File: config.mk
export PLATFORM = sky130hd
export DESIGN_NAME = audio_top
export DESIGN_NICKNAME = d
export VERILOG_FILES = /design/src/logic/audio_pkg.sv /design/src/logic/audio_mixer.sv /design/src/logic/audio_top.sv /design/src/logic/digimax_regs.sv /design/src/logic/fm_compressor.sv
export SDC_FILE = /design/constraint.sdc
export NUM_CORES = 1
export LEC_CHECK = 0
export ABC_AREA = 1
export BUFFER_PORTS_ARGS = -buffer_cell sky130_fd_sc_hd__buf_2
export CORE_MARGIN = 2
export CORE_UTILIZATION = 45
export CTS_CLUSTER_SIZE = 20
export DETAILED_ROUTE_END_ITERATION = 6
export PLACE_DENSITY = 0.62
export SLEW_MARGIN = 20
export SYNTH_ARGS = -nofsm -noshare
export SYNTH_HDL_FRONTEND = slang
export SYNTH_SLANG_ARGS = --single-unit
File: constraint.sdc
create_clock -name clk_sys -period 8.4 [get_ports clk_sys]
set_input_delay 0 -clock clk_sys [delete_from_list [all_inputs] [get_ports clk_sys]]
set_output_delay 0 -clock clk_sys [all_outputs]
set_load 0.05 [all_outputs]
File: src/logic/audio_pkg.sv
package audio_pkg;

	// ============================================================
	// Sample and register widths
	// ============================================================
	localparam int SAMPLE_W = 16;
	localparam int SID_W    = 18;
	localparam int DAC_W    = 8;
	localparam int DAC_CH   = 4;

	// ============================================================
	// Sample types
	// ============================================================
	typedef logic signed [SAMPLE_W-1:0] sample_t;
	typedef logic signed [SID_W-1:0]    sid_sample_t;

	// DigiMax register and the sum of two registers
	typedef logic [DAC_W-1:0] dac_byte_t;
	typedef logic [DAC_W:0]   dac_sum_t;

	// Where the DigiMax cartridge answers, value 3 maps to the second window
	typedef enum logic [1:0] {
		DIGIMAX_OFF = 2'd0,
		DIGIMAX_IO1 = 2'd1,
		DIGIMAX_IO2 = 2'd2
	} digimax_port_t;

endpackage

File: src/logic/audio_mixer.sv
`timescale 1ns/100ps

module audio_mixer (
	input  logic                   clk_sys,
	input  logic                   reset_n,
	input  audio_pkg::sample_t     fm_comp_i,
	input  audio_pkg::sid_sample_t sid_left_i,
	input  audio_pkg::sid_sample_t sid_right_i,
	input  audio_pkg::dac_sum_t    dac_l_i,
	input  audio_pkg::dac_sum_t    dac_r_i,
	input  logic                   tape_sound_i,
	output audio_pkg::sample_t     audio_l_o,
	output audio_pkg::sample_t     audio_r_o
);

	import audio_pkg::*;

	// DAC sums are scaled by 64, tape adds a fixed 1024
	localparam int DAC_SHIFT = 6;
	localparam int DAC_PAD   = SAMPLE_W - DAC_W - DAC_SHIFT;
	localparam logic [SAMPLE_W:0] TAPE_LEVEL = (SAMPLE_W+1)'(1024);

	logic [SAMPLE_W:0] sum_l;
	logic [SAMPLE_W:0] sum_r;

	// ============================================================
	// Per-channel sum in one guard bit
	// ============================================================
	function automatic logic [SAMPLE_W:0] mix_sum(
		input sample_t     fm,
		input sid_sample_t sid,
		input dac_sum_t    dac,
		input logic        tape
	);
		logic [SAMPLE_W:0] fm_term;
		logic [SAMPLE_W:0] sid_term;
		logic [SAMPLE_W:0] dac_term;
		logic [SAMPLE_W:0] tape_term;

		fm_term   = {fm[SAMPLE_W-1], fm};
		// Quarter of the SID sample, sign kept
		sid_term  = {sid[SID_W-1], sid[SID_W-1:2]};
		dac_term  = {{DAC_PAD{1'b0}}, dac, {DAC_SHIFT{1'b0}}};
		tape_term = tape ? TAPE_LEVEL : '0;
		return fm_term + sid_term + dac_term + tape_term;
	endfunction

	// Clamp when the guard bit and the sign disagree
	function automatic sample_t saturate(input logic [SAMPLE_W:0] s);
		if (s[SAMPLE_W] ^ s[SAMPLE_W-1])
			return {s[SAMPLE_W], {(SAMPLE_W-1){s[SAMPLE_W-1]}}};
		return s[SAMPLE_W-1:0];
	endfunction

	// ============================================================
	// Sum stage, then saturation stage
	// ============================================================
	always_ff @(posedge clk_sys) begin
		if (!reset_n) begin
			sum_l     <= '0;
			sum_r     <= '0;
			audio_l_o <= '0;
			audio_r_o <= '0;
		end else begin
			sum_l     <= mix_sum(fm_comp_i, sid_left_i, dac_l_i, tape_sound_i);
			sum_r     <= mix_sum(fm_comp_i, sid_right_i, dac_r_i, tape_sound_i);
			audio_l_o <= saturate(sum_l);
			audio_r_o <= saturate(sum_r);
		end
	end

endmodule

File: src/logic/audio_top.sv
`timescale 1ns/100ps

module audio_top #(
	parameter int COMP_RATIO = 4,
	parameter int COMP_GAIN  = 2
) (
	input  logic                     clk_sys,
	input  logic                     reset_n,
	input  logic                     io_e_i,
	input  logic                     io_f_i,
	input  logic                     cpu_we_i,
	input  logic [2:0]               cpu_addr_i,
	input  audio_pkg::dac_byte_t     cpu_data_i,
	input  audio_pkg::digimax_port_t digimax_port_i,
	input  audio_pkg::sample_t       fm_sample_i,
	input  audio_pkg::sid_sample_t   sid_left_i,
	input  audio_pkg::sid_sample_t   sid_right_i,
	input  logic                     tape_sound_i,
	output audio_pkg::sample_t       audio_l_o,
	output audio_pkg::sample_t       audio_r_o
);

	import audio_pkg::*;

	dac_sum_t dac_l;
	dac_sum_t dac_r;
	sample_t  fm_comp;

	// DigiMax register decode
	digimax_regs i_digimax_regs (
		.clk_sys        (clk_sys),
		.reset_n        (reset_n),
		.io_e_i         (io_e_i),
		.io_f_i         (io_f_i),
		.cpu_we_i       (cpu_we_i),
		.cpu_addr_i     (cpu_addr_i),
		.cpu_data_i     (cpu_data_i),
		.digimax_port_i (digimax_port_i),
		.dac_l_o        (dac_l),
		.dac_r_o        (dac_r)
	);

	// FM sample compression
	fm_compressor #(
		.COMP_RATIO (COMP_RATIO),
		.COMP_GAIN  (COMP_GAIN)
	) i_fm_compressor (
		.clk_sys     (clk_sys),
		.reset_n     (reset_n),
		.fm_sample_i (fm_sample_i),
		.fm_comp_o   (fm_comp)
	);

	// Final stereo mix
	audio_mixer i_audio_mixer (
		.clk_sys      (clk_sys),
		.reset_n      (reset_n),
		.fm_comp_i    (fm_comp),
		.sid_left_i   (sid_left_i),
		.sid_right_i  (sid_right_i),
		.dac_l_i      (dac_l),
		.dac_r_i      (dac_r),
		.tape_sound_i (tape_sound_i),
		.audio_l_o    (audio_l_o),
		.audio_r_o    (audio_r_o)
	);

endmodule

File: src/logic/digimax_regs.sv
`timescale 1ns/100ps

module digimax_regs (
	input  logic                      clk_sys,
	input  logic                      reset_n,
	input  logic                      io_e_i,
	input  logic                      io_f_i,
	input  logic                      cpu_we_i,
	input  logic [2:0]                cpu_addr_i,
	input  audio_pkg::dac_byte_t      cpu_data_i,
	input  audio_pkg::digimax_port_t  digimax_port_i,
	output audio_pkg::dac_sum_t       dac_l_o,
	output audio_pkg::dac_sum_t       dac_r_o
);

	import audio_pkg::*;

	logic      old_ioe;
	logic      old_iof;
	logic      ioe_we;
	logic      iof_we;
	logic      win_we;
	dac_byte_t dac_reg [DAC_CH];
	logic [DAC_CH-1:0] act;

	function automatic dac_sum_t add_dac(input dac_byte_t a, input dac_byte_t b);
		return {1'b0, a} + {1'b0, b};
	endfunction

	// ============================================================
	// Write strobes on the rising edge of each I/O window
	// ============================================================
	always_ff @(posedge clk_sys) begin
		if (!reset_n) begin
			old_ioe <= 1'b0;
			old_iof <= 1'b0;
			ioe_we  <= 1'b0;
			iof_we  <= 1'b0;
		end else begin
			old_ioe <= io_e_i;
			old_iof <= io_f_i;
			ioe_we  <= ~old_ioe & io_e_i & cpu_we_i;
			iof_we  <= ~old_iof & io_f_i & cpu_we_i;
		end
	end

	// Pick the strobe of the selected window
	always_comb begin
		case (digimax_port_i)
			DIGIMAX_OFF: win_we = 1'b0;
			DIGIMAX_IO1: win_we = ioe_we;
			DIGIMAX_IO2: win_we = iof_we;
			default:     win_we = iof_we;
		endcase
	end

	// ============================================================
	// DAC registers and activity bits
	// ============================================================
	always_ff @(posedge clk_sys) begin
		if (!reset_n || digimax_port_i == DIGIMAX_OFF) begin
			for (int i = 0; i < DAC_CH; i++) begin
				dac_reg[i] <= '0;
			end
			act <= '0;
		end else if (win_we && !cpu_addr_i[2]) begin
			dac_reg[cpu_addr_i[1:0]] <= cpu_data_i;
			// A channel counts as used once it sees a non-zero byte
			if (cpu_data_i != '0)
				act[cpu_addr_i[1:0]] <= 1'b1;
		end
	end

	// Guess mono, stereo or four-channel from the used channels
	always_ff @(posedge clk_sys) begin
		if (!reset_n) begin
			dac_l_o <= '0;
			dac_r_o <= '0;
		end else if (act < 4'd2) begin
			dac_l_o <= add_dac(dac_reg[0], dac_reg[0]);
			dac_r_o <= add_dac(dac_reg[0], dac_reg[0]);
		end else if (act < 4'd3) begin
			dac_l_o <= add_dac(dac_reg[1], dac_reg[1]);
			dac_r_o <= add_dac(dac_reg[0], dac_reg[0]);
		end else begin
			dac_l_o <= add_dac(dac_reg[1], dac_reg[2]);
			dac_r_o <= add_dac(dac_reg[0], dac_reg[3]);
		end
	end

endmodule

File: src/logic/fm_compressor.sv
`timescale 1ns/100ps

module fm_compressor #(
	parameter int COMP_RATIO = 4,
	parameter int COMP_GAIN  = 2
) (
	input  logic               clk_sys,
	input  logic               reset_n,
	input  audio_pkg::sample_t fm_sample_i,
	output audio_pkg::sample_t fm_comp_o
);

	import audio_pkg::*;

	// ============================================================
	// Curve constants
	// ============================================================
	localparam int MAX_POS = 2**(SAMPLE_W-1) - 1;
	// One above the exact knee so the upper slope never overflows
	localparam int KNEE    = (MAX_POS * (COMP_RATIO - 1)) / (COMP_RATIO * COMP_GAIN - 1) + 1;
	localparam int OFFSET  = KNEE * COMP_GAIN;

	localparam logic [SAMPLE_W-1:0] KNEE_U   = SAMPLE_W'(KNEE);
	localparam logic [SAMPLE_W-1:0] OFFSET_U = SAMPLE_W'(OFFSET);

	sample_t             atten_r;
	logic [SAMPLE_W-1:0] mag;
	logic [SAMPLE_W-1:0] curve;
	sample_t             comp_next;

	// Stage one, attenuate to seven eighths
	always_ff @(posedge clk_sys) begin
		if (!reset_n)
			atten_r <= '0;
		else
			atten_r <= fm_sample_i - (fm_sample_i >>> 3);
	end

	// ============================================================
	// Two-slope curve on the magnitude
	// ============================================================
	always_comb begin
		mag = atten_r[SAMPLE_W-1] ? unsigned'(-atten_r) : unsigned'(atten_r);

		if (mag < KNEE_U)
			curve = SAMPLE_W'(mag * COMP_GAIN);
		else
			curve = SAMPLE_W'((mag - KNEE_U) / COMP_RATIO + OFFSET_U);

		// Put the sign back
		if (atten_r[SAMPLE_W-1])
			comp_next = sample_t'(-signed'(curve));
		else
			comp_next = sample_t'(curve);
	end

	// Stage two register
	always_ff @(posedge clk_sys) begin
		if (!reset_n)
			fm_comp_o <= '0;
		else
			fm_comp_o <= comp_next;
	end

endmodule

==> flow_summary.toml, run 1 <==
[min_path]
holdPathEnd = "i_audio_mixer.sum_r[1]"
min_from = "sid_right_i[3]"
whs_path_depth = 5
hold_class = "input port to flop"

[clock_tree]
cts_buffers = 17
clock_latency_ns = 0.42
cts-resized-gates = 0
path_clk_slew_ns = 0.06
cts_tree = "built"
htree_levels = 4
cts_sinks = 156
clockRootBuffer = "clkbuf_16"
cts_buffer_depth = 2

[power]
vdd_ir_drop_max_mv = 0.1422
power_leakage_nw = 5.787
powerDensity_mw_per_mm2 = 252.4

[logic_synthesis]
avgSynthCellArea_um2 = 7.767
yosysSeqAreaShare = 0.3477
syn_inst = 1275
synth_fp_nets = 1478
ys_types = 48
synth-edff-count = 32
synthArstFlopShare = 0
synth_warnings = 0
syn_area_mm2 = 0.009903
ys_ff_latch = 156
synthFlopType = "dfxtp_1"

[setup_path]
worst_ep_arrival_time_ns = 3.95
critPathRequiredTime_ns = 8.75
r2r-end = "i_fm_compressor.fm_comp_o[14]"
rr_worst_depth = 28
crit_top_cell = "nand2_2"
max_stage_delay_ns = 0.46
end_kind = "flop"
startpoint_type = "flop"
rrSetupSlack_ns = 4.79
cp_max_fo = 20
worstSetupPathType = "flop to flop"
r2r_start = "i_fm_compressor.atten_r[0]"
cpMaxStageDelayCell = "dfxtp_1"

[global_routing]
grt-ovfl-total = 0
grt_pass1_wl_um = 37060
grt_max_degree = 73
antenna_found_initial = 0
grtUsageTotal = 0.1940
grt_pass1_vias = 7852

[layout]
drive_gt1_frac = 0.1433
area_growth_syn_to_layout_pct = 15.49
fin_area_mm2 = 0.01144
fill_cells = 2068
largest_reg_flops = 32
diodes = 0
final_nets = 1593

[timing]
finalHoldViolations = 0
finalClockSkew_ns = 0.01076
period_needed_ns = 3.608
setup_viol = 0
max_freq_mhz = 277.2
tightestPinTransition_ns = 0.9317
max_slew_margin = 0.3789
slew_violations = 0
tns_ns = 0
fin_crit_sh = 0.4295
rsz0062_at_grt = "false"

[routing]
postRouteAntennaNets = 0
postRouteWirelength_um = 21520
drt_iter0_drc = 440
via_count = 8228
viasPerCell = 4.889
firstDrtPassIters = 5
wl_per_cell_um = 12.78
drc = 0

[run_status]
outcome = "finished, final reports clean"

[die]
die_width_um = 152.4
die_h_um = 152.4
core_mm2 = 0.02169
ios = 103
die_area_mm2 = 0.02321
start_util = 0.4566
rows = 54

[place]
numPortBuffers = 98
dp_hpwl_um = 16800
gp_congestion = 0.8835
dpl_cell_area_mm2 = 0.01063

[run]
drv_cap = 0
-- logic make-up (layout without fill, tap and decap cells) --
| family | after synthesis | count (layout) | synth area share |
|---|---|---|---|
| fa+ha+maj | 132 | 132 | 0.1872 |
| flops | 156 | 156 | 0.3477 |
| xor+xnor | 18 | 18 | 0.01744 |
| compound gates | 251 | 251 | 0.1376 |
| simple gates | 518 | 518 | 0.2311 |
| buf+inv | 200 | 328 | 0.07896 |
-- where the power goes --
part           switching (mW)  total (mW)  internal [mW]
Combinational           0.772        1.16          0.385
Clock                   0.310       0.751          0.441
Sequential             0.0673       0.977          0.910
-- Yosys cell counts (14+ instances only) --
master,n,area share
nand2_1,257,0.097
inv_1,157,0.060
a21oi_1,136,0.069
dfxtp_1,124,0.25
nor2_1,118,0.045
ha_1,105,0.13
o21ai_0,74,0.037
nand3_1,59,0.030
edfxtp_1,32,0.097
fa_1,27,0.055
nand2_2,22,0.014
clkbuf_1,18,0.0068
nor3_1,14,0.0071
-- worst max-delay path by stage --
stage / cells past startpoint / endpoint / from / slack (ns)
global placement: 28 / i_fm_compressor.fm_comp_o[14] / i_fm_compressor.atten_r[0] / 4.89
detailed placement: 28 / i_fm_compressor.fm_comp_o[14] / i_fm_compressor.atten_r[0] / 4.83
floorplan: 19 / i_audio_mixer.sum_r[16] / i_fm_compressor.fm_comp_o[2] / 5.31
global route: 28 / i_fm_compressor.fm_comp_o[14] / i_fm_compressor.atten_r[0] / 4.38
finish: 28 / i_fm_compressor.fm_comp_o[14] / i_fm_compressor.atten_r[0] / 4.79
CTS: 28 / i_fm_compressor.fm_comp_o[14] / i_fm_compressor.atten_r[0] / 4.79
-- final cells by class --
cell class	instances	area (um^2)	share of cell area
Clock buffer	20	436.7	0.03818
Clock inverter	12	138.9	0.01214
Inverter	173	649.4	0.05678
Multi-Input combinational cell	919	5683	0.4969
Sequential cell	156	3443	0.3011
Tap cell	280	350.3	0.03063
Timing Repair Buffer	123	735.7	0.06433
-- per-stage QoR --
stage	cells	setup WS, ns	power (mW)	util	hold WS [ns]
final	1683	4.792	2.886	0.5273	0.02945
after CTS	1683	4.794	2.905	0.5271	0.01966
after global routing	1683	4.376	3.120	0.5273	0.03393
after floorplan	1275	5.312	1.895	-	0.1156
after global placement	1628	4.889	2.124	0.4900	0.2049
after detailed placement	1628	4.830	2.136	0.4900	0.2123
-- placed cells by master, fill, tap and decap left out, drive strengths merged, types with 11 or more instances in the layout --
cell	count
o21bai	11
xor2	13
inv	173
nand2	284
edfxtp	32
nand3	64
nor3	14
buf	100
o21ai	79
ha	105
dlygate4sd3	23
dfxtp	124
clkbuf	20
fa	27
a21oi	138
nor2	135
-- routing by layer --
metal / up-vias / wire (um) / GRT usage / share of wire
met5: - / 0 / 0 / 0
met4: 0 / 330 / 0.04806 / 0.015
met3: 21 / 888 / 0.04096 / 0.041
met2: 174 / 9910 / 0.3263 / 0.46
met1: 3613 / 10390 / 0.2559 / 0.48
li1: 4420 / - / - / -
-- worst max-delay path: cells and delay by family (launching register included) --
kind | cells | cell delay [ns]
DFF | 1 | 0.46
xor gates and xnor gates | 1 | 0.27
and+or+nand+nor | 20 | 1.98
adders and majority gates | 2 | 0.40
buffers and inverters | 5 | 0.42
-- timing repair --
action | 4_1_cts | 5_1_grt
setup endpoints to repair | 0 | 0
hold endpoints to repair | 29 | 0
buffers inserted | 0 | 0
hold buffers | 23 | 0
No activity file was read; power rests on OpenSTA's default activity.
==> run 2: changes to the inputs <==
--- a/config.mk
+++ b/config.mk
@@ -11,7 +11,7 @@
 export CORE_UTILIZATION = 45
 export CTS_CLUSTER_SIZE = 20
 export DETAILED_ROUTE_END_ITERATION = 6
-export PLACE_DENSITY = 0.62
+export PLACE_DENSITY = 0.64
 export SLEW_MARGIN = 20
 export SYNTH_ARGS = -nofsm -noshare
 export SYNTH_HDL_FRONTEND = slang
==> constraint.sdc (replaced) <==
create_clock -name clk_sys -period 3.1 [get_ports clk_sys]
set_input_delay 0 -clock clk_sys [delete_from_list [all_inputs] [get_ports clk_sys]]
set_output_delay 0 -clock clk_sys [all_outputs]
set_load 0.05 [all_outputs]
==> flow_summary.toml, run 2 (synthesis gave the netlist of run 1 again) <==
[setup_path]
r2r-end = "i_audio_mixer.sum_l[16]"
cpMaxStageDelayCell = "fa_2"
rr_worst_depth = 19
rrSetupSlack_ns = 0.07
worst_ep_arrival_time_ns = 3.33
end_kind = "flop"
worstSetupPathType = "flop to flop"
cp_cell_sequence = "buf_4 > ha_4 > ha_4 > ha_4 > fa_2 > nand3_2 > nand2_2 > nand2_2 > nand2_1 > a21oi_2 > o21ai_2 > nand2_1 > nand2_1 > a21oi_2 > o31ai_2 > a21oi_1 > o21bai_1 > o21ai_1 > a21oi_1"
r2r_start = "i_fm_compressor.fm_comp_o[2]"
startpoint_type = "flop"
cp_max_fo = 3
max_stage_delay_ns = 0.40
critPathRequiredTime_ns = 3.41

[power]
p_int_mw = 5.204
powerDensity_mw_per_mm2 = 685.1
p_switching_mw = 3.494
power_leakage_nw = 6.255
seqPwrFrac = 0.305
power.total_mw = 8.698
sw_frac_of_total = 0.4017
pwr-share-clk = 0.244
combinationalPowerShare = 0.451
vdd_ir_drop_max_mv = 0.4097

[routing]
wl_per_cell_um = 13.69
firstDrtPassIters = 5
viasPerCell = 5.006
via_count = 8811
postRouteAntennaNets = 0
postRouteWirelength_um = 24090
drc = 0
drt_iter0_drc = 404

[die]
die_area_mm2 = 0.02321
start_util = 0.4566
die_width_um = 152.4
ios = 103
die_h_um = 152.4
rows = 54
core_mm2 = 0.02169

[clock_tree]
path_clk_slew_ns = 0.07
cts_buffers = 17
cts_sinks = 156
cts_buffer_depth = 2
clockRootBuffer = "clkbuf_16"
htree_levels = 4
cts_tree = "built"
clock_latency_ns = 0.43

[layout]
drive_gt1_frac = 0.2676
largest_reg_flops = 32
register_area_mm2 = 0.003458
fill_cells = 1912
area_growth_syn_to_layout_pct = 28.20
multi_input_area_mm2 = 0.006281
final_cell_mix = "233 x nand2_1, 150 x inv_1, 125 x a21oi_1"
diodes = 0
final_common_cell = "nand2_1"
fin_area_mm2 = 0.01270
final_nets = 1670

[min_path]
hold_class = "input port to flop"
whs_path_depth = 4
holdPathEnd = "i_fm_compressor.atten_r[0]"
min_from = "fm_sample_i[0]"

[timing]
finalClockSkew_ns = 0.01242
tns_ns = 0
max_freq_mhz = 330.1
setup_viol = 0
rsz0062_at_grt = "true"
finalHoldViolations = 0
period_needed_ns = 3.029
max_slew_margin = 0.5390
tightestPinTransition_ns = 0.6916
fin_crit_sh = 0.9771
slew_violations = 0

[place]
numPortBuffers = 98
gp_congestion = 0.8929
dp_hpwl_um = 17510
dpl_cell_area_mm2 = 0.01106

[global_routing]
grtUsageTotal = 0.2023
grt_pass1_wl_um = 38650
grt_pass1_vias = 8319
antenna_found_initial = 0
grt_max_degree = 72
grt-ovfl-total = 0

[run]
drv_cap = 0

[run_status]
outcome = "finished, final reports clean"
[run 2: worst max-delay path: cells and delay by family (launching register included)]
| family | cells | cell delay (ns) |
|---|---|---|
| DFF | 1 | 0.34 |
| and+or+nand+nor | 6 | 0.40 |
| buffers and inverters | 1 | 0.15 |
| adders and majority gates | 4 | 1.04 |
| AOI/OAI and AO/OA | 8 | 0.95 |
[run 2: worst max path at each step]
stage                                      start                      end  slack [ns]  cells past startpoint
CTS                 i_fm_compressor.fm_comp_o[2]  i_audio_mixer.sum_r[16]      -0.001                     19
finish              i_fm_compressor.fm_comp_o[2]  i_audio_mixer.sum_l[16]        0.07                     19
detailed placement  i_fm_compressor.fm_comp_o[2]  i_audio_mixer.sum_r[16]       -0.25                     19
global route        i_fm_compressor.fm_comp_o[2]  i_audio_mixer.sum_r[16]        -0.1                     19
floorplan           i_fm_compressor.fm_comp_o[2]  i_audio_mixer.sum_r[16]        0.01                     19
global placement    i_fm_compressor.fm_comp_o[2]  i_audio_mixer.sum_r[16]       -0.19                     19
[run 2: per-stage QoR]
step | setup slack (ns) | hold slack, ns | instances | util
3_5_place_dp | -0.2513 | 0.2095 | 1684 | 0.5099
2_1_floorplan | 0.01198 | 0.1156 | 1275 | -
6_report | 0.07105 | 0.0001313 | 1760 | 0.5854
5_1_grt | -0.09928 | 0.009373 | 1760 | 0.5854
3_3_place_gp | -0.1855 | 0.2039 | 1684 | 0.5099
4_1_cts | -0.001103 | 0.005268 | 1743 | 0.5533
[run 2: what timing repair did]
action | in CTS | in global routing
hold endpoints to repair | 30 | 0
pin swaps | 7 | 59
cloned | 0 | 1
endpoints found under the setup margin | 9 | 17
hold buffers | 22 | 0
buffers inserted | 5 | 16
resized for setup | 21 | 133
[run 2: routing by layer]
metal  global-route usage  routed length [um]  up-vias
li1                     -                   -     4568
met1               0.2548               10970     4013
met2               0.3571               11760      194
met3              0.03242                 890       36
met4              0.06053                 465        0
met5                    0                   0        -
[run 2: final cells by class]
type / instances / area share
flip-flops and latches: 156 / 0.2724
repair buffers: 200 / 0.1072
multi-input cells: 919 / 0.4947
well taps: 280 / 0.02759
clock buffers: 19 / 0.03489
clock inverters: 13 / 0.01183
inverters: 173 / 0.05135
[run 2: power groups by stage]
stage | Sequential, mW | Combinational (mW) | Clock [mW]
3_5_place_dp | 2.69 | 3.34 | 0
4_1_cts | 2.64 | 3.47 | 2.15
3_3_place_gp | 2.68 | 3.31 | 0
5_1_grt | 2.69 | 4.37 | 2.24
6_report | 2.65 | 3.93 | 2.12
2_1_floorplan | 3.10 | 2.04 | 0
==> run 3: changes to the inputs <==
--- a/config.mk
+++ b/config.mk
@@ -7,6 +7,7 @@
 export LEC_CHECK = 0
 export ABC_AREA = 1
 export BUFFER_PORTS_ARGS = -buffer_cell sky130_fd_sc_hd__buf_2
+export CORE_ASPECT_RATIO = 0.8
 export CORE_MARGIN = 2
 export CORE_UTILIZATION = 45
 export CTS_CLUSTER_SIZE = 20
==> flow_summary.toml, run 3 (synthesis gave the netlist of run 1 again) <==
[run_status]
outcome = "finished with violations"
violations = "negative hold slack"

[routing]
postRouteAntennaNets = 0
wl_per_cell_um = 13.94
firstDrtPassIters = 5
postRouteWirelength_um = 24610
drt_iter0_drc = 582
viasPerCell = 4.990
via_count = 8807
drc = 0

[layout]
diodes = 0
fin_area_mm2 = 0.01278
drive_gt1_frac = 0.2745
largest_reg_flops = 32
final_cells = 1765
final_cell_mix = "225 x nand2_1, 149 x inv_1, 126 x a21oi_1"
area_growth_syn_to_layout_pct = 29.05
final_nets = 1680
final_common_cell = "nand2_1"

[timing]
slew_violations = 0
rsz0062_at_grt = "true"
setup_viol = 0
whs_ns = -0.005046
max_slew_margin = 0.5451
max_freq_mhz = 325.0
fin_crit_sh = 0.9927
tightestPinTransition_ns = 0.6823
period_needed_ns = 3.077
finalClockSkew_ns = 0.01039
finalHoldViolations = 1

[die]
core_mm2 = 0.02156
die_h_um = 136.7
rows = 48
start_util = 0.4593
ios = 103
die_area_mm2 = 0.02322
die_width_um = 169.9

[place]
dpl.cell_count = 1687
dp_hpwl_um = 17910
gp_congestion = 0.8877
dpl_cell_area_mm2 = 0.01110
numPortBuffers = 98

[run]
drv_cap = 0

[power]
combinationalPowerShare = 0.465
p_switching_mw = 3.565
vdd_ir_drop_max_mv = 0.2988
powerDensity_mw_per_mm2 = 674.3
pwr-share-clk = 0.226
power_leakage_nw = 6.298
seqPwrFrac = 0.309
sw_frac_of_total = 0.4137
p_int_mw = 5.052

[setup_path]
worst_ep_arrival_time_ns = 3.44
worstSetupPathType = "flop to flop"
critPathTopFamily = "adder cells"
cp_num_buf_inv = 0
max_stage_delay_ns = 0.39
rrSetupSlack_ns = 0.02
end_kind = "flop"
critPathRequiredTime_ns = 3.46
cp_max_fo = 3
startpoint_type = "flop"
cpMaxStageDelayCell = "fa_2"
cp_cell_sequence = "ha_4 > ha_4 > ha_4 > fa_2 > a21oi_2 > nor2_1 > nor2_1 > o21ai_2 > nand3_1 > nand2_2 > nand3_2 > nand2_2 > nand2_2 > a21oi_2 > or2_4 > a21o_1 > a21oi_2 > o21ai_1 > a21oi_1"

[clock_tree]
clockRootBuffer = "clkbuf_16"
cts_sinks = 156
path_clk_slew_ns = 0.07
clock_latency_ns = 0.43
cts_buffers = 17
cts_tree = "built"
htree_levels = 4
cts_buffer_depth = 2

[global_routing]
grt_max_degree = 72
grt_pass1_wl_um = 38300
antenna_found_initial = 0
grtUsageTotal = 0.2083
grt-ovfl-total = 0
grt_pass1_vias = 7869

[min_path]
hold_class = "input port to flop"
-- run 3: per-layer routing --
metal	vias to the layer above	global-route usage	wire, um
li1	4583	-	-
met1	4004	0.2901	11980
met2	191	0.3363	11310
met3	29	0.03297	903
met4	0	0.06030	421
met5	-	0	0
-- run 3: worst register-to-register path, cell delays in order, from the launching register on --
cell     delay, ns
dfxtp_4       0.36
ha_4          0.27
ha_4          0.20
ha_4          0.17
fa_2          0.39
a21oi_2       0.16
nor2_1        0.06
nor2_1        0.15
o21ai_2       0.09
nand3_1       0.08
nand2_2       0.07
nand3_2       0.06
nand2_2       0.06
nand2_2       0.07
a21oi_2       0.05
or2_4         0.22
a21o_1        0.19
a21oi_2       0.15
o21ai_1       0.08
a21oi_1       0.14
-- run 3: final timing paths --
path                           endpoint                          from  cells after the start
max             i_audio_mixer.sum_r[16]  i_fm_compressor.fm_comp_o[2]                     19
min          i_fm_compressor.atten_r[0]                fm_sample_i[0]                      4
max reg2reg     i_audio_mixer.sum_r[16]  i_fm_compressor.fm_comp_o[2]                     19
min reg2reg       i_digimax_regs.ioe_we        i_digimax_regs.old_ioe                      1
-- run 3: layout make-up --
| cell class | count | area [um^2] |
|---|---|---|
| clock inverter | 13 | 105.1 |
| tap | 275 | 344.1 |
| multi-input combinational | 919 | 6349 |
| inverter | 173 | 653.1 |
| sequential | 156 | 3460 |
| timing repair buffer | 210 | 1433 |
| fill | 1912 | 8781 |
| clock buffer | 19 | 436.7 |
-- run 3: metrics by stage --
step	util	setup TNS, ns	total power, mW	worst slack, ns
floorplan	-	0	5.135	0.01198
global placement	0.5149	-0.1070	6.017	-0.1070
detailed placement	0.5149	-0.4251	6.057	-0.1894
CTS	0.5561	0	8.133	0.008525
global route	0.5927	-0.9163	9.193	-0.1686
finish	0.5927	0	8.617	0.02262
-- run 3: repair_timing --
action / 4_1_cts / 5_1_grt
endpoints found under the setup margin: 8 / 15
hold buffers: 22 / 0
endpoints found under the hold margin: 29 / 0
pin swaps: 9 / 77
setup buffers: 2 / 22
resized for setup: 25 / 158
-- run 3: power groups by stage --
stage	clock (mW)	sequential [mW]	combinational, mW
floorplan	0	3.10	2.04
global placement	0	2.68	3.33
detailed placement	0	2.69	3.37
CTS	1.97	2.64	3.52
global route	2.05	2.70	4.44
finish	1.95	2.66	4.01
